<file path="config.mk">
export PLATFORM = sky130hd
export DESIGN_NAME = priv_trap_unit
export DESIGN_NICKNAME = d
export VERILOG_FILES = /design/src/source/priv_pkg.sv /design/src/source/priv_trap_unit.sv /design/src/source/csr_read_mux.sv /design/src/source/trap_ctrl.sv /design/src/source/trap_level_regs.sv /design/src/source/intr_deleg_regs.sv /design/src/source/irq_sync.sv
export SDC_FILE = /design/constraint.sdc
export NUM_CORES = 1
export LEC_CHECK = 0
export BUFFER_PORTS_ARGS = -buffer_cell sky130_fd_sc_hd__clkbuf_2
export CORE_MARGIN = 2
export CORE_UTILIZATION = 48
export DETAILED_ROUTE_END_ITERATION = 10
export HOLD_SLACK_MARGIN = 0.05
export PLACE_DENSITY = 0.78
export SLEW_MARGIN = 20
export SYNTH_ARGS = -nofsm -noshare
export SYNTH_HDL_FRONTEND = slang
export SYNTH_SLANG_ARGS = --single-unit
</file>
<file path="constraint.sdc">
create_clock -name clk -period 8.3 [get_ports clk]
set_input_delay 1.66 -clock clk [delete_from_list [all_inputs] [get_ports clk]]
set_output_delay 1.66 -clock clk [all_outputs]
set_load 0.005 [all_outputs]
</file>
<file path="src/source/priv_pkg.sv">
// shared constants and types of the privileged trap unit.
// CSR addresses, interrupt and mstatus bit positions, masks and bus structs.
`default_nettype none

package priv_pkg;

    localparam int xlen            = 32;
    localparam int irq_sync_stages = 2;

    // supervisor csrs.
    localparam logic [11:0] csr_sstatus  = 12'h100;
    localparam logic [11:0] csr_sie      = 12'h104;
    localparam logic [11:0] csr_stvec    = 12'h105;
    localparam logic [11:0] csr_sscratch = 12'h140;
    localparam logic [11:0] csr_sepc     = 12'h141;
    localparam logic [11:0] csr_scause   = 12'h142;
    localparam logic [11:0] csr_stval    = 12'h143;
    localparam logic [11:0] csr_sip      = 12'h144;

    // machine csrs.
    localparam logic [11:0] csr_mstatus  = 12'h300;
    localparam logic [11:0] csr_misa     = 12'h301;
    localparam logic [11:0] csr_medeleg  = 12'h302;
    localparam logic [11:0] csr_mideleg  = 12'h303;
    localparam logic [11:0] csr_mie      = 12'h304;
    localparam logic [11:0] csr_mtvec    = 12'h305;
    localparam logic [11:0] csr_mscratch = 12'h340;
    localparam logic [11:0] csr_mepc     = 12'h341;
    localparam logic [11:0] csr_mcause   = 12'h342;
    localparam logic [11:0] csr_mtval    = 12'h343;
    localparam logic [11:0] csr_mip      = 12'h344;

    // per-level bank layout.
    localparam logic [11:0] csr_base_m  = 12'h300;
    localparam logic [11:0] csr_base_s  = 12'h100;
    localparam logic [11:0] off_tvec    = 12'h005;
    localparam logic [11:0] off_scratch = 12'h040;
    localparam logic [11:0] off_epc     = 12'h041;
    localparam logic [11:0] off_cause   = 12'h042;
    localparam logic [11:0] off_tval    = 12'h043;

    localparam int irq_ssi = 1;
    localparam int irq_msi = 3;
    localparam int irq_sti = 5;
    localparam int irq_mti = 7;
    localparam int irq_sei = 9;
    localparam int irq_mei = 11;

    localparam int mstatus_sie  = 1;
    localparam int mstatus_mie  = 3;
    localparam int mstatus_spie = 5;
    localparam int mstatus_mpie = 7;
    localparam int mstatus_spp  = 8;
    localparam int mstatus_mpp  = 11;

    localparam logic [xlen-1:0] irq_mask        = 32'h0000_0aaa;
    localparam logic [xlen-1:0] deleg_int_mask  = 32'h0000_0222;
    localparam logic [xlen-1:0] deleg_exc_mask  = 32'h0000_b109;
    localparam logic [xlen-1:0] sstatus_mask    = 32'h0000_0122;
    localparam logic [xlen-1:0] cause_keep_mask = 32'h8000_000f;
    // mxl 1 with a, c, i, m, s and u.
    localparam logic [xlen-1:0] misa_value      = 32'h4014_1105;

    typedef enum logic [1:0] {
        prv_u = 2'd0,
        prv_s = 2'd1,
        prv_m = 2'd3
    } priv_t;

    typedef struct packed {
        logic            wr;
        logic [11:0]     waddr;
        logic [xlen-1:0] wdata;
    } csr_cmd_t;

    typedef struct packed {
        logic            en;
        logic [xlen-1:0] epc;
        logic [xlen-1:0] cause;
        logic [xlen-1:0] tval;
        logic            sret;
        logic            mret;
    } trap_req_t;

    typedef struct packed {
        logic            irq_trigger;
        logic            eret_en;
        logic [xlen-1:0] trap_vec;
        logic [xlen-1:0] ret_epc;
        logic [xlen-1:0] cause;
        logic [xlen-1:0] tval;
    } trap_resp_t;

    typedef struct packed {
        logic msip;
        logic mtip;
        logic meip;
        logic seip;
    } irq_lines_t;

    typedef struct packed {
        logic [xlen-1:0] tvec;
        logic [xlen-1:0] scratch;
        logic [xlen-1:0] epc;
        logic [xlen-1:0] cause;
        logic [xlen-1:0] tval;
    } level_csr_t;

    typedef struct packed {
        logic            en;
        logic [xlen-1:0] epc;
        logic [xlen-1:0] cause;
        logic [xlen-1:0] tval;
    } trap_capture_t;

    typedef struct packed {
        logic [xlen-1:0] medeleg;
        logic [xlen-1:0] mideleg;
        logic [xlen-1:0] mie;
        logic [xlen-1:0] mip;
        logic [xlen-1:0] pend_m;
        logic [xlen-1:0] pend_s;
    } intr_view_t;

endpackage

`default_nettype wire
</file>
<file path="src/source/priv_trap_unit.sv">
// top level of the privileged trap unit.
`timescale 1ns/100ps
`default_nettype none

module priv_trap_unit import priv_pkg::*; (
    input  wire logic        clk,
    input  wire logic        srstn,
    input  wire trap_req_t   trap_req,
    input  wire csr_cmd_t    csr_cmd,
    input  wire logic [11:0] csr_raddr,
    input  wire irq_lines_t  irq_lines,
    output trap_resp_t       trap_resp,
    output logic [xlen-1:0]  csr_rdata,
    output priv_t            prv,
    output logic             wakeup
);

    irq_lines_t      irq_synced;
    intr_view_t      view;
    trap_capture_t   m_capture;
    trap_capture_t   s_capture;
    level_csr_t      m_bank;
    level_csr_t      s_bank;
    logic [xlen-1:0] mstatus;

    irq_sync irq_sync_inst (
        .clk       (clk),
        .srstn     (srstn),
        .lines_in  (irq_lines),
        .lines_out (irq_synced)
    );

    intr_deleg_regs intr_deleg_regs_inst (
        .clk     (clk),
        .srstn   (srstn),
        .csr_cmd (csr_cmd),
        .irq     (irq_synced),
        .view    (view),
        .wakeup  (wakeup)
    );

    trap_ctrl trap_ctrl_inst (
        .clk       (clk),
        .srstn     (srstn),
        .trap_req  (trap_req),
        .csr_cmd   (csr_cmd),
        .view      (view),
        .m_regs    (m_bank),
        .s_regs    (s_bank),
        .m_capture (m_capture),
        .s_capture (s_capture),
        .resp      (trap_resp),
        .prv       (prv),
        .mstatus   (mstatus)
    );

    trap_level_regs #(.csr_base(csr_base_m)) m_regs (
        .clk     (clk),
        .srstn   (srstn),
        .csr_cmd (csr_cmd),
        .capture (m_capture),
        .regs    (m_bank)
    );

    trap_level_regs #(.csr_base(csr_base_s)) s_regs (
        .clk     (clk),
        .srstn   (srstn),
        .csr_cmd (csr_cmd),
        .capture (s_capture),
        .regs    (s_bank)
    );

    csr_read_mux csr_read_mux_inst (
        .raddr   (csr_raddr),
        .mstatus (mstatus),
        .view    (view),
        .m_regs  (m_bank),
        .s_regs  (s_bank),
        .rdata   (csr_rdata)
    );

endmodule

`default_nettype wire

</file>
<file path="src/source/csr_read_mux.sv">
// csr read decoding, with the restricted supervisor views.
`timescale 1ns/100ps
`default_nettype none

module csr_read_mux import priv_pkg::*; (
    input  wire logic [11:0]     raddr,
    input  wire logic [xlen-1:0] mstatus,
    input  wire intr_view_t      view,
    input  wire level_csr_t      m_regs,
    input  wire level_csr_t      s_regs,
    output logic [xlen-1:0]      rdata
);

    always_comb begin
        rdata = '0;
        case (raddr)
            csr_sstatus:  rdata = mstatus & sstatus_mask;
            csr_sie:      rdata = view.mie & view.mideleg;
            csr_stvec:    rdata = s_regs.tvec;
            csr_sscratch: rdata = s_regs.scratch;
            csr_sepc:     rdata = s_regs.epc;
            csr_scause:   rdata = s_regs.cause;
            csr_stval:    rdata = s_regs.tval;
            csr_sip:      rdata = view.mip & view.mideleg;
            csr_mstatus:  rdata = mstatus;
            csr_misa:     rdata = misa_value;
            csr_medeleg:  rdata = view.medeleg;
            csr_mideleg:  rdata = view.mideleg;
            csr_mie:      rdata = view.mie;
            csr_mtvec:    rdata = m_regs.tvec;
            csr_mscratch: rdata = m_regs.scratch;
            csr_mepc:     rdata = m_regs.epc;
            csr_mcause:   rdata = m_regs.cause;
            csr_mtval:    rdata = m_regs.tval;
            csr_mip:      rdata = view.mip;
            default:      rdata = '0;
        endcase
    end

endmodule

`default_nettype wire

</file>
<file path="src/source/trap_ctrl.sv">
// privilege level, mstatus interrupt stack and trap control.
// selects the target mode, arbitrates interrupts and builds the trap vector.
`timescale 1ns/100ps
`default_nettype none

module trap_ctrl import priv_pkg::*; (
    input  wire logic       clk,
    input  wire logic       srstn,
    input  wire trap_req_t  trap_req,
    input  wire csr_cmd_t   csr_cmd,
    input  wire intr_view_t view,
    input  wire level_csr_t m_regs,
    input  wire level_csr_t s_regs,
    output trap_capture_t   m_capture,
    output trap_capture_t   s_capture,
    output trap_resp_t      resp,
    output priv_t           prv,
    output logic [xlen-1:0] mstatus
);

    logic            st_sie;
    logic            st_mie;
    logic            st_spie;
    logic            st_mpie;
    logic            st_spp;
    priv_t           st_mpp;
    logic            exc_to_s;
    logic            int_m;
    logic            int_s;
    logic            take_int;
    logic            target_s;
    logic [3:0]      irq_code;
    logic [xlen-1:0] tvec_sel;
    logic [xlen-1:0] vec_offset;

    // fixed priority mei, msi, mti, sei, ssi, sti.
    function automatic logic [3:0] pick_code(input logic [xlen-1:0] pend);
        logic [3:0] code;
        if (pend[irq_mei])      code = 4'(irq_mei);
        else if (pend[irq_msi]) code = 4'(irq_msi);
        else if (pend[irq_mti]) code = 4'(irq_mti);
        else if (pend[irq_sei]) code = 4'(irq_sei);
        else if (pend[irq_ssi]) code = 4'(irq_ssi);
        else                    code = 4'(irq_sti);
        return code;
    endfunction

    assign exc_to_s = prv != prv_m && trap_req.cause[xlen-2:5] == '0 &&
                      view.medeleg[trap_req.cause[4:0]];
    assign int_m    = |view.pend_m && (prv != prv_m || st_mie);
    assign int_s    = |view.pend_s && !int_m &&
                      (prv == prv_u || (prv == prv_s && st_sie));
    assign take_int = !trap_req.en && (int_m || int_s);
    assign target_s = trap_req.en ? exc_to_s : int_s;
    assign irq_code = pick_code(int_m ? view.pend_m : view.pend_s);

    assign tvec_sel   = target_s ? s_regs.tvec : m_regs.tvec;
    // vectored mode only applies to interrupts.
    assign vec_offset = (take_int && tvec_sel[0]) ? xlen'({irq_code, 2'b00}) : '0;

    assign resp.irq_trigger = take_int;
    assign resp.eret_en     = !trap_req.en && (trap_req.sret || trap_req.mret);
    assign resp.trap_vec    = (tvec_sel & ~32'h3) + vec_offset;
    assign resp.ret_epc     = trap_req.sret ? s_regs.epc : m_regs.epc;
    assign resp.cause       = trap_req.en ? trap_req.cause :
                              take_int    ? {1'b1, {(xlen-5){1'b0}}, irq_code} : '0;
    assign resp.tval        = trap_req.en ? trap_req.tval : '0;

    assign m_capture.en    = (trap_req.en || take_int) && !target_s;
    assign m_capture.epc   = trap_req.epc;
    assign m_capture.cause = resp.cause;
    assign m_capture.tval  = resp.tval;
    assign s_capture.en    = (trap_req.en || take_int) && target_s;
    assign s_capture.epc   = trap_req.epc;
    assign s_capture.cause = resp.cause;
    assign s_capture.tval  = resp.tval;

    always_ff @(posedge clk or negedge srstn) begin
        if (!srstn) begin
            prv     <= prv_m;
            st_sie  <= 1'b0;
            st_mie  <= 1'b0;
            st_spie <= 1'b0;
            st_mpie <= 1'b0;
            st_spp  <= 1'b0;
            st_mpp  <= prv_u;
        end else if (trap_req.en || take_int) begin
            if (target_s) begin
                prv     <= prv_s;
                st_spp  <= prv[0];
                st_spie <= st_sie;
                st_sie  <= 1'b0;
            end else begin
                prv     <= prv_m;
                st_mpp  <= prv;
                st_mpie <= st_mie;
                st_mie  <= 1'b0;
            end
        end else if (trap_req.sret) begin
            prv     <= st_spp ? prv_s : prv_u;
            st_sie  <= st_spie;
            st_spie <= 1'b1;
            st_spp  <= 1'b0;
        end else if (trap_req.mret) begin
            prv     <= st_mpp;
            st_mie  <= st_mpie;
            st_mpie <= 1'b1;
            st_mpp  <= prv_u;
        end else if (csr_cmd.wr && csr_cmd.waddr == csr_sstatus) begin
            st_sie  <= csr_cmd.wdata[mstatus_sie];
            st_spie <= csr_cmd.wdata[mstatus_spie];
            st_spp  <= csr_cmd.wdata[mstatus_spp];
        end else if (csr_cmd.wr && csr_cmd.waddr == csr_mstatus) begin
            st_sie  <= csr_cmd.wdata[mstatus_sie];
            st_mie  <= csr_cmd.wdata[mstatus_mie];
            st_spie <= csr_cmd.wdata[mstatus_spie];
            st_mpie <= csr_cmd.wdata[mstatus_mpie];
            st_spp  <= csr_cmd.wdata[mstatus_spp];
            // the reserved level 2 leaves mpp unchanged.
            if (csr_cmd.wdata[mstatus_mpp+:2] != 2'd2) begin
                st_mpp <= priv_t'(csr_cmd.wdata[mstatus_mpp+:2]);
            end
        end
    end

    always_comb begin
        mstatus                  = '0;
        mstatus[mstatus_sie]     = st_sie;
        mstatus[mstatus_mie]     = st_mie;
        mstatus[mstatus_spie]    = st_spie;
        mstatus[mstatus_mpie]    = st_mpie;
        mstatus[mstatus_spp]     = st_spp;
        mstatus[mstatus_mpp+:2]  = st_mpp;
    end

endmodule

`default_nettype wire

</file>
<file path="src/source/trap_level_regs.sv">
// tvec, scratch, epc, cause and tval of one privilege level.
`timescale 1ns/100ps
`default_nettype none

module trap_level_regs import priv_pkg::*; #(
    parameter logic [11:0] csr_base = csr_base_m
) (
    input  wire logic          clk,
    input  wire logic          srstn,
    input  wire csr_cmd_t      csr_cmd,
    input  wire trap_capture_t capture,
    output level_csr_t         regs
);

    logic wr_tvec;
    logic wr_scratch;
    logic wr_epc;
    logic wr_cause;
    logic wr_tval;

    assign wr_tvec    = csr_cmd.wr && csr_cmd.waddr == csr_base + off_tvec;
    assign wr_scratch = csr_cmd.wr && csr_cmd.waddr == csr_base + off_scratch;
    assign wr_epc     = csr_cmd.wr && csr_cmd.waddr == csr_base + off_epc;
    assign wr_cause   = csr_cmd.wr && csr_cmd.waddr == csr_base + off_cause;
    assign wr_tval    = csr_cmd.wr && csr_cmd.waddr == csr_base + off_tval;

    always_ff @(posedge clk or negedge srstn) begin
        if (!srstn) begin
            regs <= '0;
        end else begin
            // bit 1 of tvec is reserved in both modes.
            if (wr_tvec) begin
                regs.tvec <= csr_cmd.wdata & ~32'h2;
            end
            if (wr_scratch) begin
                regs.scratch <= csr_cmd.wdata;
            end
            // a trap entry wins over a csr write in the same cycle.
            if (capture.en) begin
                regs.epc   <= capture.epc;
                regs.cause <= capture.cause & cause_keep_mask;
                regs.tval  <= capture.tval;
            end else begin
                if (wr_epc) begin
                    regs.epc <= csr_cmd.wdata & ~32'h1;
                end
                if (wr_cause) begin
                    regs.cause <= csr_cmd.wdata & cause_keep_mask;
                end
                if (wr_tval) begin
                    regs.tval <= csr_cmd.wdata;
                end
            end
        end
    end

endmodule

`default_nettype wire

</file>
<file path="src/source/intr_deleg_regs.sv">
// delegation, interrupt enable and interrupt pending registers.
// also forms the pending-and-enabled vectors for each target mode.
`timescale 1ns/100ps
`default_nettype none

module intr_deleg_regs import priv_pkg::*; (
    input  wire logic       clk,
    input  wire logic       srstn,
    input  wire csr_cmd_t   csr_cmd,
    input  wire irq_lines_t irq,
    output intr_view_t      view,
    output logic            wakeup
);

    logic [xlen-1:0] medeleg_q;
    logic [xlen-1:0] mideleg_q;
    logic [xlen-1:0] mie_q;
    logic            ssip_q;
    logic            stip_q;
    logic            seip_sw_q;
    logic [xlen-1:0] mip;
    logic [xlen-1:0] active;

    always_ff @(posedge clk or negedge srstn) begin
        if (!srstn) begin
            medeleg_q <= '0;
            mideleg_q <= '0;
            mie_q     <= '0;
        end else if (csr_cmd.wr) begin
            case (csr_cmd.waddr)
                csr_medeleg: medeleg_q <= csr_cmd.wdata & deleg_exc_mask;
                csr_mideleg: mideleg_q <= csr_cmd.wdata & deleg_int_mask;
                csr_mie:     mie_q     <= csr_cmd.wdata & irq_mask;
                csr_sie:     mie_q     <= (mie_q & ~deleg_int_mask) |
                                          (csr_cmd.wdata & deleg_int_mask);
                default: ;
            endcase
        end
    end

    // software-writable pending bits.
    always_ff @(posedge clk or negedge srstn) begin
        if (!srstn) begin
            ssip_q    <= 1'b0;
            stip_q    <= 1'b0;
            seip_sw_q <= 1'b0;
        end else if (csr_cmd.wr && csr_cmd.waddr == csr_mip) begin
            ssip_q    <= csr_cmd.wdata[irq_ssi];
            stip_q    <= csr_cmd.wdata[irq_sti];
            seip_sw_q <= csr_cmd.wdata[irq_sei];
        end else if (csr_cmd.wr && csr_cmd.waddr == csr_sip) begin
            ssip_q    <= csr_cmd.wdata[irq_ssi];
            seip_sw_q <= csr_cmd.wdata[irq_sei];
        end
    end

    always_comb begin
        mip          = '0;
        mip[irq_ssi] = ssip_q;
        mip[irq_msi] = irq.msip;
        mip[irq_sti] = stip_q;
        mip[irq_mti] = irq.mtip;
        mip[irq_sei] = irq.seip | seip_sw_q;
        mip[irq_mei] = irq.meip;
    end

    assign active = mie_q & mip;
    assign wakeup = |active;

    assign view.medeleg = medeleg_q;
    assign view.mideleg = mideleg_q;
    assign view.mie     = mie_q;
    assign view.mip     = mip;
    assign view.pend_m  = active & ~mideleg_q;
    assign view.pend_s  = active & mideleg_q;

endmodule

`default_nettype wire

</file>
<file path="src/source/irq_sync.sv">
// synchroniser for the external interrupt lines.
`timescale 1ns/100ps
`default_nettype none

module irq_sync import priv_pkg::*; (
    input  wire logic       clk,
    input  wire logic       srstn,
    input  wire irq_lines_t lines_in,
    output irq_lines_t      lines_out
);

    logic [irq_sync_stages-1:0][3:0] sync_q;

    // stage 0 samples the raw lines, the last stage feeds mip.
    always_ff @(posedge clk or negedge srstn) begin
        if (!srstn) begin
            sync_q <= '0;
        end else begin
            sync_q <= {sync_q[irq_sync_stages-2:0], lines_in};
        end
    end

    assign lines_out = irq_lines_t'(sync_q[irq_sync_stages-1]);

endmodule

`default_nettype wire

</file>
==> out/summary.json, run 1 <==
{
  "power_and_ir_drop": {
    "combinationalPowerShare_pct": 8.8,
    "power_density_mw_per_mm2": 167,
    "worst_ir_drop_on_vdd_mv": 0.151,
    "power.clock.fraction_pct": 44.9,
    "p_int_mw": 2.50,
    "finalPower_mw": 3.33,
    "power.share.sequential_pct": 46.4,
    "power.leakage_nw": 9.13,
    "power.net_switching_uw": 831,
    "switching_share_pct": 25.0
  },
  "detailed_routing": {
    "ant_nets": 0,
    "drtIter0Drc": 1814,
    "detailedRoute.firstPassIterationCount": 6,
    "remaining_drc_errors": 0,
    "dr_total_vias": 15500,
    "avgViaCountPerCell": 6.38,
    "wl_per_cell_um": 24.7,
    "postRouteWirelength_um": 60000
  },
  "critical_path": {
    "critPathMaxStageDelay_ns": 0.48,
    "cp_slowest_cell": "nand2b_1",
    "cp_max_fo": 18,
    "timing.critical_path.max_delay_family": "simple AND/OR/NAND/NOR gates",
    "ff2ff_setup_slack_ns": 4.58,
    "r2r_cells": 8,
    "worstSetupStartpoint": "trap_req[58]",
    "combined_buffer_and_inverter_count_along_the_critical_path": 3,
    "regToRegStartpoint": "irq_sync_inst.lines_out[3]$_DFF_PN0_",
    "worst_path_cell_chain": "clkbuf_2, nor4_1, nand4_1, a211oi_1, o21ai_1, nand2_4, mux2i_1, nor2_1, ha_1, inv_1, fa_1, nor2b_1, o21ai_0, nand2b_1, and3_1, nand3_1, o31ai_2, xnor2_1, clkbuf_2",
    "endpoint_of_the_worst_register_to_register_path": "m_regs.regs[63]$_DFFE_PN0P_",
    "cp_common_cell": "clkbuf_2",
    "timing.setup.critical_path_class": "input pin to output port",
    "cp_data_arrival_time_ns": 6.12,
    "startpoint_type": "input pin",
    "critical_path.endpoint_type": "output port",
    "worst-endpoint-required_ns": 6.64
  },
  "finish": {
    "layout_commonest_cell": "clkbuf_2",
    "multiInputGateArea_sq_mm": 0.00883,
    "area_growth_pct": 17.4,
    "final_nets": 2121,
    "highest_count_cells_in_the_layout_ignoring_fill_and_taps": "323 x clkbuf_2, 297 x dfrtp_1, 177 x nand2_1, 177 x mux2_2, 120 x a22oi_1",
    "fillers": 2922,
    "antenna-diode-count": 0,
    "regArea_sq_mm": 0.00748,
    "drive_gt1_share_pct": 31.5,
    "fin_cells": 2430
  },
  "floorplanning": {
    "die_width_um": 192,
    "coreArea_sq_mm": 0.0347,
    "dieHeight_um": 192,
    "design.portCount": 327,
    "rows": 68,
    "initial_utilization_pct": 48.9,
    "floorplan.die_area_sq_mm": 0.0369
  },
  "clock_network": {
    "cts_hold_repair.buffers": 0,
    "clock_tree_from_tritoncts": "yes",
    "worst_skew_pair.late_latency_ns": 0.53,
    "max-clock-path-buffers": 3,
    "clk_transition_reported_paths_ns": 0.06,
    "cts-resized-gates": 0,
    "clock-sinks": 299,
    "cts_buffers": 34,
    "clock_tree.root_cell": "clkbuf_16",
    "cts.repair_timing.setup_buffer_count": 0,
    "cts_htree_levels": 2
  },
  "synth": {
    "synth_area_per_cell_sq_um": 10.0,
    "synthCells": 1693,
    "synth-edff-count": 0,
    "asyncSetResetFlopFracSynth_pct": 100,
    "yosysUniqueCellTypes": 73,
    "synth.ff_latch_count": 299,
    "ys_seq_area_share_pct": 44.1,
    "yosys_most_used_dff": "dfrtp_1",
    "netlist_area_sq_mm": 0.0170,
    "yosys_warnings": 0
  },
  "global_routing": {
    "globalRouteTotalUtil_pct": 32.2,
    "grt_overflow": 0,
    "global_route.usage.met2_pct": 52.1,
    "use_met1_pct": 43.8,
    "grt_most_used_layer": "met2",
    "antenna_violations_before_repair": 0,
    "grt_max_degree": 103,
    "grt_pass1_vias": 15100,
    "global_route.usage.met3_pct": 5.15,
    "first_pass_grt_wire_length_um": 90400
  },
  "sta": {
    "tcrit_tclk_final_pct": 93.7,
    "worst_slew_pin_slew_ns": 1.21,
    "finalHoldViolCount": 0,
    "clock_skew_ns": 0.0222,
    "finalSetupViolCount": 0,
    "tns_ns": 0,
    "hold_ws_ns": 0.334,
    "timing.max_slew.rel_slack_pct": 19.2,
    "final.min_clock_period_ns": 7.78,
    "final-max-slew-violation-count": 0,
    "grt_setup_unrepaired": "no",
    "fmaxAchievable_mhz": 129
  },
  "run_status": {
    "status": "finished clean"
  },
  "placement": {
    "dpl.hpwl_um": 40800,
    "place.detailed.instances": 2371,
    "globalplace.congestion": 0.907,
    "port_buf_inserts": 324
  },
  "min_path": {
    "hold_depth": 0,
    "min_to": "irq_sync_inst.lines_out[2]$_DFF_PN0_",
    "worst_hold_path_type": "flip-flop to flip-flop",
    "worstHoldStart": "irq_sync_inst.sync_q[2]$_DFF_PN0_"
  },
  "flow_run": {
    "cap_violations": 0
  }
}
[through the flow]
stage               worst slack, ns  instance area, sq um  util [%]
floorplan                      1.55                 17000         -
global placement              0.738                 18800      54.2
detailed placement            0.566                 18800      54.2
CTS                           0.548                 19900      57.3
global route                  0.159                 19900      57.4
finish                        0.524                 19900      57.4
[layer usage]
metal  vias up  share of wire [%]  wire [um]
met5         -                  0          0
met4         0                3.7       2210
met3       143                 10       6140
met2       943                 46      27800
met1      7626                 40      23800
li1       6788                  -          -
[registers in the layout, indices dropped and copies added, names as in the netlist]
register	count
intr_deleg_regs_inst.medeleg_q	6
intr_deleg_regs_inst.mideleg_q	3
intr_deleg_regs_inst.mie_q	6
intr_deleg_regs_inst.seip_sw_q	1
intr_deleg_regs_inst.ssip_q	1
intr_deleg_regs_inst.stip_q	1
irq_sync_inst.lines_out	4
irq_sync_inst.sync_q	4
m_regs.regs	132
s_regs.regs	132
trap_ctrl_inst.prv	2
trap_ctrl_inst.st_mie	1
trap_ctrl_inst.st_mpie	1
trap_ctrl_inst.st_mpp	2
trap_ctrl_inst.st_sie	1
trap_ctrl_inst.st_spie	1
trap_ctrl_inst.st_spp	1
[cells in the mapped netlist (5+ instances only)]
cell type	number	area, sq um
nand4_1	48	300
nand3_1	32	160
buf_2	36	180
inv_1	17	63.8
nor2b_1	8	50.1
mux2_2	177	1990
nor3_1	12	60.1
buf_1	5	18.8
nand2_1	178	668
nand2b_1	6	37.5
and2_1	67	419
a21oi_1	70	350
a22o_1	14	123
buf_4	16	120
a222oi_1	33	330
xor2_1	15	131
o21ai_0	88	440
nor2_1	92	345
nand3b_1	10	75.1
mux2i_1	87	871
o21ai_1	37	185
dfrtp_1	297	7430
and3_1	15	93.8
and4_1	6	52.6
nor4_1	14	87.6
a22oi_1	120	901
buf_6	8	90.1
xnor2_1	29	254
a221oi_1	14	123
mux2_1	5	56.3
clkbuf_1	67	251
[worst max-delay path by stage]
stage                     cells after the start             end
after floorplan                              21  trap_resp[124]
after CTS                                    19  trap_resp[104]
after global routing                         19  trap_resp[104]
after detailed placement                     19  trap_resp[104]
final                                        19  trap_resp[104]
after global placement                       19  trap_resp[108]
[worst reg2reg max path: stages, from the launching register on]
cell and delay [ns]:
dfrtp_1 0.47, a222oi_1 0.68, o2111ai_1 0.39, nand2_1 0.20, nand2b_1 0.16, nand2_4 0.53, buf_4 0.71, nand2_1 0.17
o221a_2 0.29
[logic make-up after synthesis]
family          Yosys count  synth area share (%)
buf+inv                 149                  4.27
flops                   299                  44.1
xor+xnor                 44                  2.27
other cells               1                0.0221
mux                     271                  17.4
fa+ha+maj                 5                 0.413
simple gates            511                  15.1
compound gates          413                  16.5
[power by group through the flow]
stage / logic, mW / registers (mW) / clock network (mW)
floorplan: 0.137 / 1.55 / 0
global placement: 0.283 / 1.57 / 0
detailed placement: 0.290 / 1.57 / 0
CTS: 0.292 / 1.54 / 1.50
global route: 0.324 / 1.55 / 1.56
finish: 0.292 / 1.54 / 1.49
[area by class of cell]
cell class	instances	share of cell area, %
clock inverters	10	0.628
multi-input cells	1246	44.3
repair buffers	356	9.51
flip-flops and latches	299	37.6
well taps	455	2.86
inverters	17	0.320
clock buffers	47	4.82
Note: power is estimated with default switching activity, not from simulation.
==> run 2, diff against run 1 <==
- CTS_BUF_LIST: not set -> sky130_fd_sc_hd__clkbuf_4 sky130_fd_sc_hd__clkbuf_8
==> run 2 against run 1 <==
Worst setup slack worse by 0.15 ns. Critical path depth did not move. Utilization fell by 0.21 points. Maximum frequency is 1.9% lower. Routed wire length is 0.34% lower. Power down 4.3%. Critical endpoint unchanged. Largest power group unchanged.
==> out/summary.json, run 2 (synthesized netlist as in run 1, its figures left out) <==
{
  "run_status": {
    "status": "finished clean"
  },
  "placement": {
    "globalplace.congestion": {"value": 0.907, "change": "unchanged"},
    "port_buf_inserts": {"value": 324, "change": "unchanged"},
    "place_worst_setup_slack": {"value": 0.566, "unit": "ns", "change": "unchanged"},
    "dpl.hpwl": {"value": 40800, "unit": "um", "change": "unchanged"}
  },
  "finish": {
    "regArea": {"value": 0.00748, "unit": "sq mm", "change": "unchanged"},
    "multiInputGateArea": {"value": 0.00883, "unit": "sq mm", "change": "unchanged"},
    "drive_gt1_share": {"value": 32.9, "unit": "%", "change": "+1.3 points"},
    "reg_top3": "m_regs.regs x132, s_regs.regs x132",
    "area_growth_pct": 17.0,
    "final_nets": {"value": 2135, "change": "+0.66%"},
    "highest_count_cells_in_the_layout_ignoring_fill_and_taps": "323 x clkbuf_2, 297 x dfrtp_1, 177 x nand2_1, 177 x mux2_2, 120 x a22oi_1",
    "fillers": {"value": 2963, "change": "+1.4%"},
    "layout_commonest_cell": "clkbuf_2",
    "antenna-diode-count": {"value": 0, "change": "unchanged"},
    "final_util": {"value": 57.2, "unit": "%", "change": "-0.21 points"}
  },
  "global_routing": {
    "grt_overflow": {"value": 0, "change": "unchanged"},
    "antenna_violations_before_repair": {"value": 1, "change": "+1"},
    "grt_max_degree": {"value": 103, "change": "unchanged"},
    "grt_pass1_vias": {"value": 15200, "change": "+0.90%"},
    "first_pass_grt_wire_length": {"value": 90000, "unit": "um", "change": "-0.37%"},
    "globalRouteTotalUtil": {"value": 32.1, "unit": "%", "change": "-0.13 points"}
  },
  "sta": {
    "timing.max_slew.rel_slack": {"value": 16.4, "unit": "%", "change": "-2.8 points"},
    "tcrit_tclk_final": {"value": 95.5, "unit": "%", "change": "+1.8 points"},
    "post-route-worst-setup-slack": {"value": 0.370, "unit": "ns", "change": "-0.153 ns"},
    "finalHoldViolCount": {"value": 0, "change": "unchanged"},
    "finalSetupViolCount": {"value": 0, "change": "unchanged"},
    "fmaxAchievable": {"value": 126, "unit": "MHz", "change": "-1.9%"},
    "final.min_clock_period": {"value": 7.93, "unit": "ns", "change": "+0.153 ns"},
    "final-max-slew-violation-count": {"value": 0, "change": "unchanged"},
    "grt_setup_unrepaired": "no",
    "clock_skew": {"value": 0.0237, "unit": "ns", "change": "+0.00150 ns"},
    "worst_slew_pin_slew": {"value": 1.25, "unit": "ns", "change": "+0.0419 ns"},
    "tns": {"value": 0, "unit": "ns", "change": "unchanged"}
  },
  "critical_path": {
    "cp_max_fo": {"value": 18, "change": "unchanged"},
    "cp_slowest_cell": "nand2b_1",
    "ff2ff_setup_slack": {"value": 4.57, "unit": "ns", "change": "about the same"},
    "endpoint_of_the_worst_register_to_register_path": "m_regs.regs[63]$_DFFE_PN0P_",
    "combined_buffer_and_inverter_count_along_the_critical_path": {"value": 3, "change": "unchanged"},
    "startpoint_type": "input pin",
    "worst-endpoint-required": {"value": 6.64, "unit": "ns", "change": "about the same"},
    "critical_path.endpoint_type": "output port",
    "critPathMaxStageDelay": {"value": 0.49, "unit": "ns", "change": "about the same"},
    "timing.setup.critical_path_class": "input pin to output port",
    "critical_path_cell_count": {"value": 19, "change": "unchanged"},
    "worstSetupEndpoint": "trap_resp[104]",
    "cp_data_arrival_time": {"value": 6.27, "unit": "ns", "change": "+0.15 ns"},
    "timing.critical_path.max_delay_family": "simple AND/OR/NAND/NOR gates",
    "worst_path_cell_chain": "clkbuf_2, nor4_1, nand4_1, a211oi_1, o21ai_1, nand2_4, mux2i_1, nor2_1, ha_1, inv_1, fa_1, nor2b_1, o21ai_0, nand2b_1, and3_1, nand3_1, o31ai_2, xnor2_1, clkbuf_2",
    "r2r_cells": {"value": 8, "change": "unchanged"},
    "worstSetupStartpoint": "trap_req[58]",
    "regToRegStartpoint": "irq_sync_inst.lines_out[3]$_DFF_PN0_",
    "cp_common_cell": "clkbuf_2"
  },
  "detailed_routing": {
    "remaining_drc_errors": {"value": 0, "change": "unchanged"},
    "dr_total_vias": {"value": 15500, "change": "+0.18%"},
    "detailedRoute.firstPassIterationCount": {"value": 7, "change": "+1"},
    "ant_nets": {"value": 0, "change": "unchanged"},
    "postRouteWirelength": {"value": 59800, "unit": "um", "change": "-0.34%"},
    "wl_per_cell": {"value": 24.3, "unit": "um", "change": "-1.4%"},
    "avgViaCountPerCell": {"value": 6.32, "change": "-0.92%"},
    "drtIter0Drc": {"value": 1557, "change": "-14%"}
  },
  "flow_run": {
    "cap_violations": {"value": 0, "change": "unchanged"}
  },
  "floorplanning": {
    "design.portCount": {"value": 327, "change": "unchanged"},
    "dieHeight": {"value": 192, "unit": "um", "change": "unchanged"},
    "initial_utilization": {"value": 48.9, "unit": "%", "change": "unchanged"},
    "rows": {"value": 68, "change": "unchanged"},
    "die_width": {"value": 192, "unit": "um", "change": "unchanged"},
    "floorplan.die_area": {"value": 0.0369, "unit": "sq mm", "change": "unchanged"},
    "coreArea": {"value": 0.0347, "unit": "sq mm", "change": "unchanged"}
  },
  "clock_network": {
    "worst_skew_pair.late_latency": {"value": 0.59, "unit": "ns", "change": "+0.06 ns"},
    "clock-sinks": {"value": 299, "change": "unchanged"},
    "cts_hold_repair.buffers": {"value": 0, "change": "unchanged"},
    "cts_buffers": {"value": 49, "change": "+44%"},
    "cts.repair_timing.setup_buffer_count": {"value": 0, "change": "unchanged"},
    "cts_htree_levels": {"value": 2, "change": "unchanged"},
    "clock_tree.root_cell": "clkbuf_8",
    "cts-resized-gates": {"value": 0, "change": "unchanged"},
    "clk_transition_reported_paths": {"value": 0.07, "unit": "ns", "change": "about the same"},
    "max-clock-path-buffers": {"value": 3, "change": "unchanged"},
    "clock_tree_from_tritoncts": "yes"
  },
  "power_and_ir_drop": {
    "power_density": {"value": 160, "unit": "mW/mm^2", "change": "-4.0%"},
    "worst_ir_drop_on_vdd": {"value": 0.116, "unit": "mV", "change": "-23%"},
    "power.leakage": {"value": 9.13, "unit": "nW", "change": "about the same"}
  },
  "min_path": {
    "worst_hold_path_type": "flip-flop to flip-flop"
  }
}
## run 2: changes by cell type in the layout (fill, tap and decap cells not counted)
cell / delta
clkbuf_8: +58
clkbuf_16: -35
clkbuf_4: +21
clkbuf_1: -8
clkinv_2: -4
bufinv_16: -2
inv_6: -2
buf_12: -1
clkinv_8: +1
inv_16: -1
## run 2: worst min-delay path by stage
stage	from	to	depth (start not counted)
final	irq_sync_inst.sync_q[2]$_DFF_PN0_	irq_sync_inst.lines_out[2]$_DFF_PN0_	0
after detailed placement	irq_sync_inst.sync_q[2]$_DFF_PN0_	irq_sync_inst.lines_out[2]$_DFF_PN0_	0
after CTS	irq_sync_inst.sync_q[2]$_DFF_PN0_	irq_sync_inst.lines_out[2]$_DFF_PN0_	0
after floorplan	irq_sync_inst.sync_q[0]$_DFF_PN0_	irq_sync_inst.lines_out[0]$_DFF_PN0_	0
after global placement	irq_sync_inst.sync_q[0]$_DFF_PN0_	irq_sync_inst.lines_out[0]$_DFF_PN0_	0
after global routing	irq_sync_inst.sync_q[3]$_DFF_PN0_	irq_sync_inst.lines_out[3]$_DFF_PN0_	0
## run 2: layout make-up
type,instances,area share [%]
Tap cell,455,2.87
Clock buffer,83,5.09
Inverter,17,0.321
Clock inverter,2,0.120
Multi-Input combinational cell,1246,44.5
Timing Repair Buffer,355,9.44
Sequential cell,299,37.7
## run 2: power breakdown
group          switching, mW  internal (mW)
Sequential            0.0389           1.50
Combinational          0.175          0.116
Clock                  0.588          0.761
## run 2: metrics by stage
step | cells | power [mW] | cell area [sq um] | hold slack, ns
finish | 2457 | 3.18 | 19900 | 0.341
global route | 2457 | 3.30 | 19900 | 0.355
CTS | 2456 | 3.20 | 19800 | 0.347
detailed placement | 2371 | 1.86 | 18800 | 0.336
global placement | 2371 | 1.85 | 18800 | 0.335
floorplan | 1694 | 1.69 | 17000 | 0.331
## run 2: per-layer routing
layer  routed length, um  GRT usage (%)  up-vias
li1                    -              -     6815
met1               24100           43.0     7653
met2               27900           52.3      927
met3                5730           5.48      133
met4                2060           11.8        0
met5                   0              0        -
==> run 3, diff against run 2 <==
- BUFFER_PORTS_ARGS: -buffer_cell sky130_fd_sc_hd__clkbuf_2 -> -buffer_cell sky130_fd_sc_hd__buf_2
- SKIP_CTS_REPAIR_TIMING: not set -> 1
==> run 3 against run 2 <==
Power is 0.92% higher. Global-route usage is 0.55 points higher. Clock skew is 0.00088 ns lower. Maximum frequency is 0.17% higher. Critical path depth is 2 lower. First-iteration DRC count is 14% higher. Routed wire length is 1.5% higher. Flip-flop and latch count stayed put. Utilization is 0.11 points higher. Sequential power hardly changed. Hold slack better by 0.0035 ns. Worst setup slack better by 0.013 ns.
==> out/summary.json, run 3 (synthesized netlist as in run 1, its figures left out) <==
{
  "sta": {
    "tcrit_tclk_final": {"value": 95.4, "unit": "%", "change": "-0.16 points"},
    "final.min_clock_period": {"value": 7.92, "unit": "ns", "change": "-0.0133 ns"},
    "worst_slew_pin_slew": {"value": 1.11, "unit": "ns", "change": "-0.141 ns"},
    "grt_setup_unrepaired": "no",
    "finalHoldViolCount": {"value": 0, "change": "unchanged"},
    "fmaxAchievable": {"value": 126, "unit": "MHz", "change": "+0.17%"},
    "timing.max_slew.rel_slack": {"value": 25.6, "unit": "%", "change": "+9.2 points"},
    "tns": {"value": 0, "unit": "ns", "change": "unchanged"},
    "final-max-slew-violation-count": {"value": 0, "change": "unchanged"},
    "clock_skew": {"value": 0.0228, "unit": "ns", "change": "-0.000884 ns"},
    "finalSetupViolCount": {"value": 0, "change": "unchanged"}
  },
  "critical_path": {
    "cp_slowest_cell": "nand2b_1",
    "startpoint_type": "input pin",
    "worst-endpoint-required": {"value": 6.64, "unit": "ns", "change": "about the same"},
    "cp_common_cell": "buf_2",
    "cp_max_fo": {"value": 37, "change": "+19"},
    "worst_path_cell_chain": "buf_2, nor4_1, nand4_1, a211oi_1, o21ai_1, nand2_4, buf_4, mux2i_1, fa_1, nor2b_1, o21ai_0, nand2b_1, and3_1, nand3_1, o31ai_2, xnor2_1, buf_2",
    "worstSetupEndpoint": "trap_resp[104]",
    "r2r_cells": {"value": 8, "change": "unchanged"},
    "cp_data_arrival_time": {"value": 6.26, "unit": "ns", "change": "about the same"},
    "endpoint_of_the_worst_register_to_register_path": "m_regs.regs[63]$_DFFE_PN0P_",
    "ff2ff_setup_slack": {"value": 4.68, "unit": "ns", "change": "+0.11 ns"},
    "timing.setup.critical_path_class": "input pin to output port",
    "regToRegStartpoint": "irq_sync_inst.lines_out[3]$_DFF_PN0_",
    "worstSetupStartpoint": "trap_req[50]",
    "critical_path.endpoint_type": "output port",
    "critPathMaxStageDelay": {"value": 0.50, "unit": "ns", "change": "about the same"}
  },
  "detailed_routing": {
    "drtIter0Drc": {"value": 1773, "change": "+14%"},
    "remaining_drc_errors": {"value": 0, "change": "unchanged"},
    "avgViaCountPerCell": {"value": 6.39, "change": "+1.1%"},
    "detailedRoute.firstPassIterationCount": {"value": 8, "change": "+1"},
    "ant_nets": {"value": 0, "change": "unchanged"},
    "wl_per_cell": {"value": 24.7, "unit": "um", "change": "+1.4%"},
    "postRouteWirelength": {"value": 60700, "unit": "um", "change": "+1.5%"},
    "dr_total_vias": {"value": 15700, "change": "+1.2%"}
  },
  "min_path": {
    "worst_hold_path_type": "flip-flop to flip-flop"
  },
  "finish": {
    "reg_top3": "m_regs.regs x132, s_regs.regs x132",
    "fillers": {"value": 2999, "change": "+1.2%"},
    "final_nets": {"value": 2135, "change": "unchanged"},
    "final_util": {"value": 57.3, "unit": "%", "change": "+0.11 points"},
    "area_growth_pct": 17.2,
    "highest_count_cells_in_the_layout_ignoring_fill_and_taps": "323 x buf_2, 297 x dfrtp_1, 177 x nand2_1, 177 x mux2_2, 120 x a22oi_1",
    "drive_gt1_share": {"value": 32.9, "unit": "%", "change": "+0.034 points"},
    "layout_commonest_cell": "buf_2"
  },
  "global_routing": {
    "antenna_violations_before_repair": {"value": 1, "change": "unchanged"},
    "grt_max_degree": {"value": 138, "change": "+34%"},
    "grt_pass1_vias": {"value": 15300, "change": "+0.49%"},
    "first_pass_grt_wire_length": {"value": 91500, "unit": "um", "change": "+1.6%"},
    "globalRouteTotalUtil": {"value": 32.6, "unit": "%", "change": "+0.55 points"},
    "grt_overflow": {"value": 0, "change": "unchanged"}
  },
  "floorplanning": {
    "design.portCount": {"value": 327, "change": "unchanged"},
    "die_width": {"value": 192, "unit": "um", "change": "unchanged"},
    "rows": {"value": 68, "change": "unchanged"},
    "coreArea": {"value": 0.0347, "unit": "sq mm", "change": "unchanged"},
    "initial_utilization": {"value": 48.9, "unit": "%", "change": "unchanged"},
    "dieHeight": {"value": 192, "unit": "um", "change": "unchanged"},
    "floorplan.die_area": {"value": 0.0369, "unit": "sq mm", "change": "unchanged"}
  },
  "clock_network": {
    "worst_skew_pair.late_latency": {"value": 0.59, "unit": "ns", "change": "about the same"},
    "clock_tree.root_cell": "clkbuf_8",
    "clock-sinks": {"value": 299, "change": "unchanged"},
    "clk_transition_reported_paths": {"value": 0.06, "unit": "ns", "change": "about the same"},
    "cts_buffers": {"value": 50, "change": "+2.0%"},
    "max-clock-path-buffers": {"value": 3, "change": "unchanged"},
    "clock_tree_from_tritoncts": "yes",
    "cts_htree_levels": {"value": 2, "change": "unchanged"}
  },
  "power_and_ir_drop": {
    "worst_ir_drop_on_vdd": {"value": 0.104, "unit": "mV", "change": "-10%"},
    "power.leakage": {"value": 9.21, "unit": "nW", "change": "+0.78%"},
    "power_density": {"value": 162, "unit": "mW/mm^2", "change": "+0.72%"}
  },
  "placement": {
    "dpl.hpwl": {"value": 40600, "unit": "um", "change": "-0.56%"},
    "port_buf_inserts": {"value": 324, "change": "unchanged"},
    "globalplace.congestion": {"value": 0.901, "change": "-0.61%"}
  },
  "flow_run": {
    "cap_violations": {"value": 0, "change": "unchanged"}
  },
  "run_status": {
    "status": "finished clean"
  }
}
-- run 3: cell types whose count changed in the layout (fill, tap and decap cells not counted), sizes merged --
cell / before / now
diode: 0 / 2
buf: 32 / 354
clkbuf: 406 / 82
clkinv: 1 / 4
-- run 3: critical path, delay by kind of cell --
family	cells	cell delay (ns)
AO/OA/AOI/OAI	4	1.05
XOR/XNOR	1	0.40
adder cells (fa/ha/maj)	1	0.27
buffers and inverters	3	0.69
multiplexers	1	0.34
AND/OR/NAND/NOR	7	1.83
-- run 3: power by group --
group | internal (mW) | switching [mW]
logic | 0.117 | 0.176
registers | 1.50 | 0.0380
clock network | 0.769 | 0.609
-- run 3: final cells by class --
type                    instances  area (sq um)  area share [%]
clock inverters                 5          38.8           0.195
flip-flops and latches        299          7480            37.6
diodes                          2          5.00          0.0252
inverters                      17          63.8           0.321
multi-input cells            1246          8830            44.4
clock buffers                  82          1020            5.11
well taps                     455           569            2.86
repair buffers                354          1890            9.50
-- run 3: metrics by stage --
| step | worst slack, ns | power (mW) | instances | hold slack, ns | instance area [sq um] |
|---|---|---|---|---|---|
| floorplan | 1.55 | 1.69 | 1694 | 0.331 | 17000 |
| global placement | 0.706 | 1.85 | 2370 | 0.334 | 18800 |
| detailed placement | 0.536 | 1.86 | 2370 | 0.336 | 18800 |
| CTS | 0.499 | 3.22 | 2457 | 0.348 | 19900 |
| global route | 0.133 | 3.33 | 2458 | 0.356 | 19900 |
| finish | 0.384 | 3.21 | 2460 | 0.345 | 19900 |
-- run 3: worst min-delay path by stage --
| stage | from | endpoint | cells past startpoint |
|---|---|---|---|
| 3_5_place_dp | irq_sync_inst.sync_q[2]$_DFF_PN0_ | irq_sync_inst.lines_out[2]$_DFF_PN0_ | 0 |
| 2_1_floorplan | irq_sync_inst.sync_q[0]$_DFF_PN0_ | irq_sync_inst.lines_out[0]$_DFF_PN0_ | 0 |
| 6_report | irq_sync_inst.sync_q[2]$_DFF_PN0_ | irq_sync_inst.lines_out[2]$_DFF_PN0_ | 0 |
| 5_1_grt | irq_sync_inst.sync_q[3]$_DFF_PN0_ | irq_sync_inst.lines_out[3]$_DFF_PN0_ | 0 |
| 3_3_place_gp | irq_sync_inst.sync_q[0]$_DFF_PN0_ | irq_sync_inst.lines_out[0]$_DFF_PN0_ | 0 |
| 4_1_cts | irq_sync_inst.sync_q[2]$_DFF_PN0_ | irq_sync_inst.lines_out[2]$_DFF_PN0_ | 0 |
-- run 3: metal layers --
| layer | global-route usage [%] | wire length [um] | vias to the layer above |
|---|---|---|---|
| li1 | - | - | 6814 |
| met1 | 44.1 | 24200 | 7753 |
| met2 | 51.8 | 27800 | 993 |
| met3 | 6.05 | 6160 | 159 |
| met4 | 13.4 | 2480 | 2 |
| met5 | 0 | 13 | - |
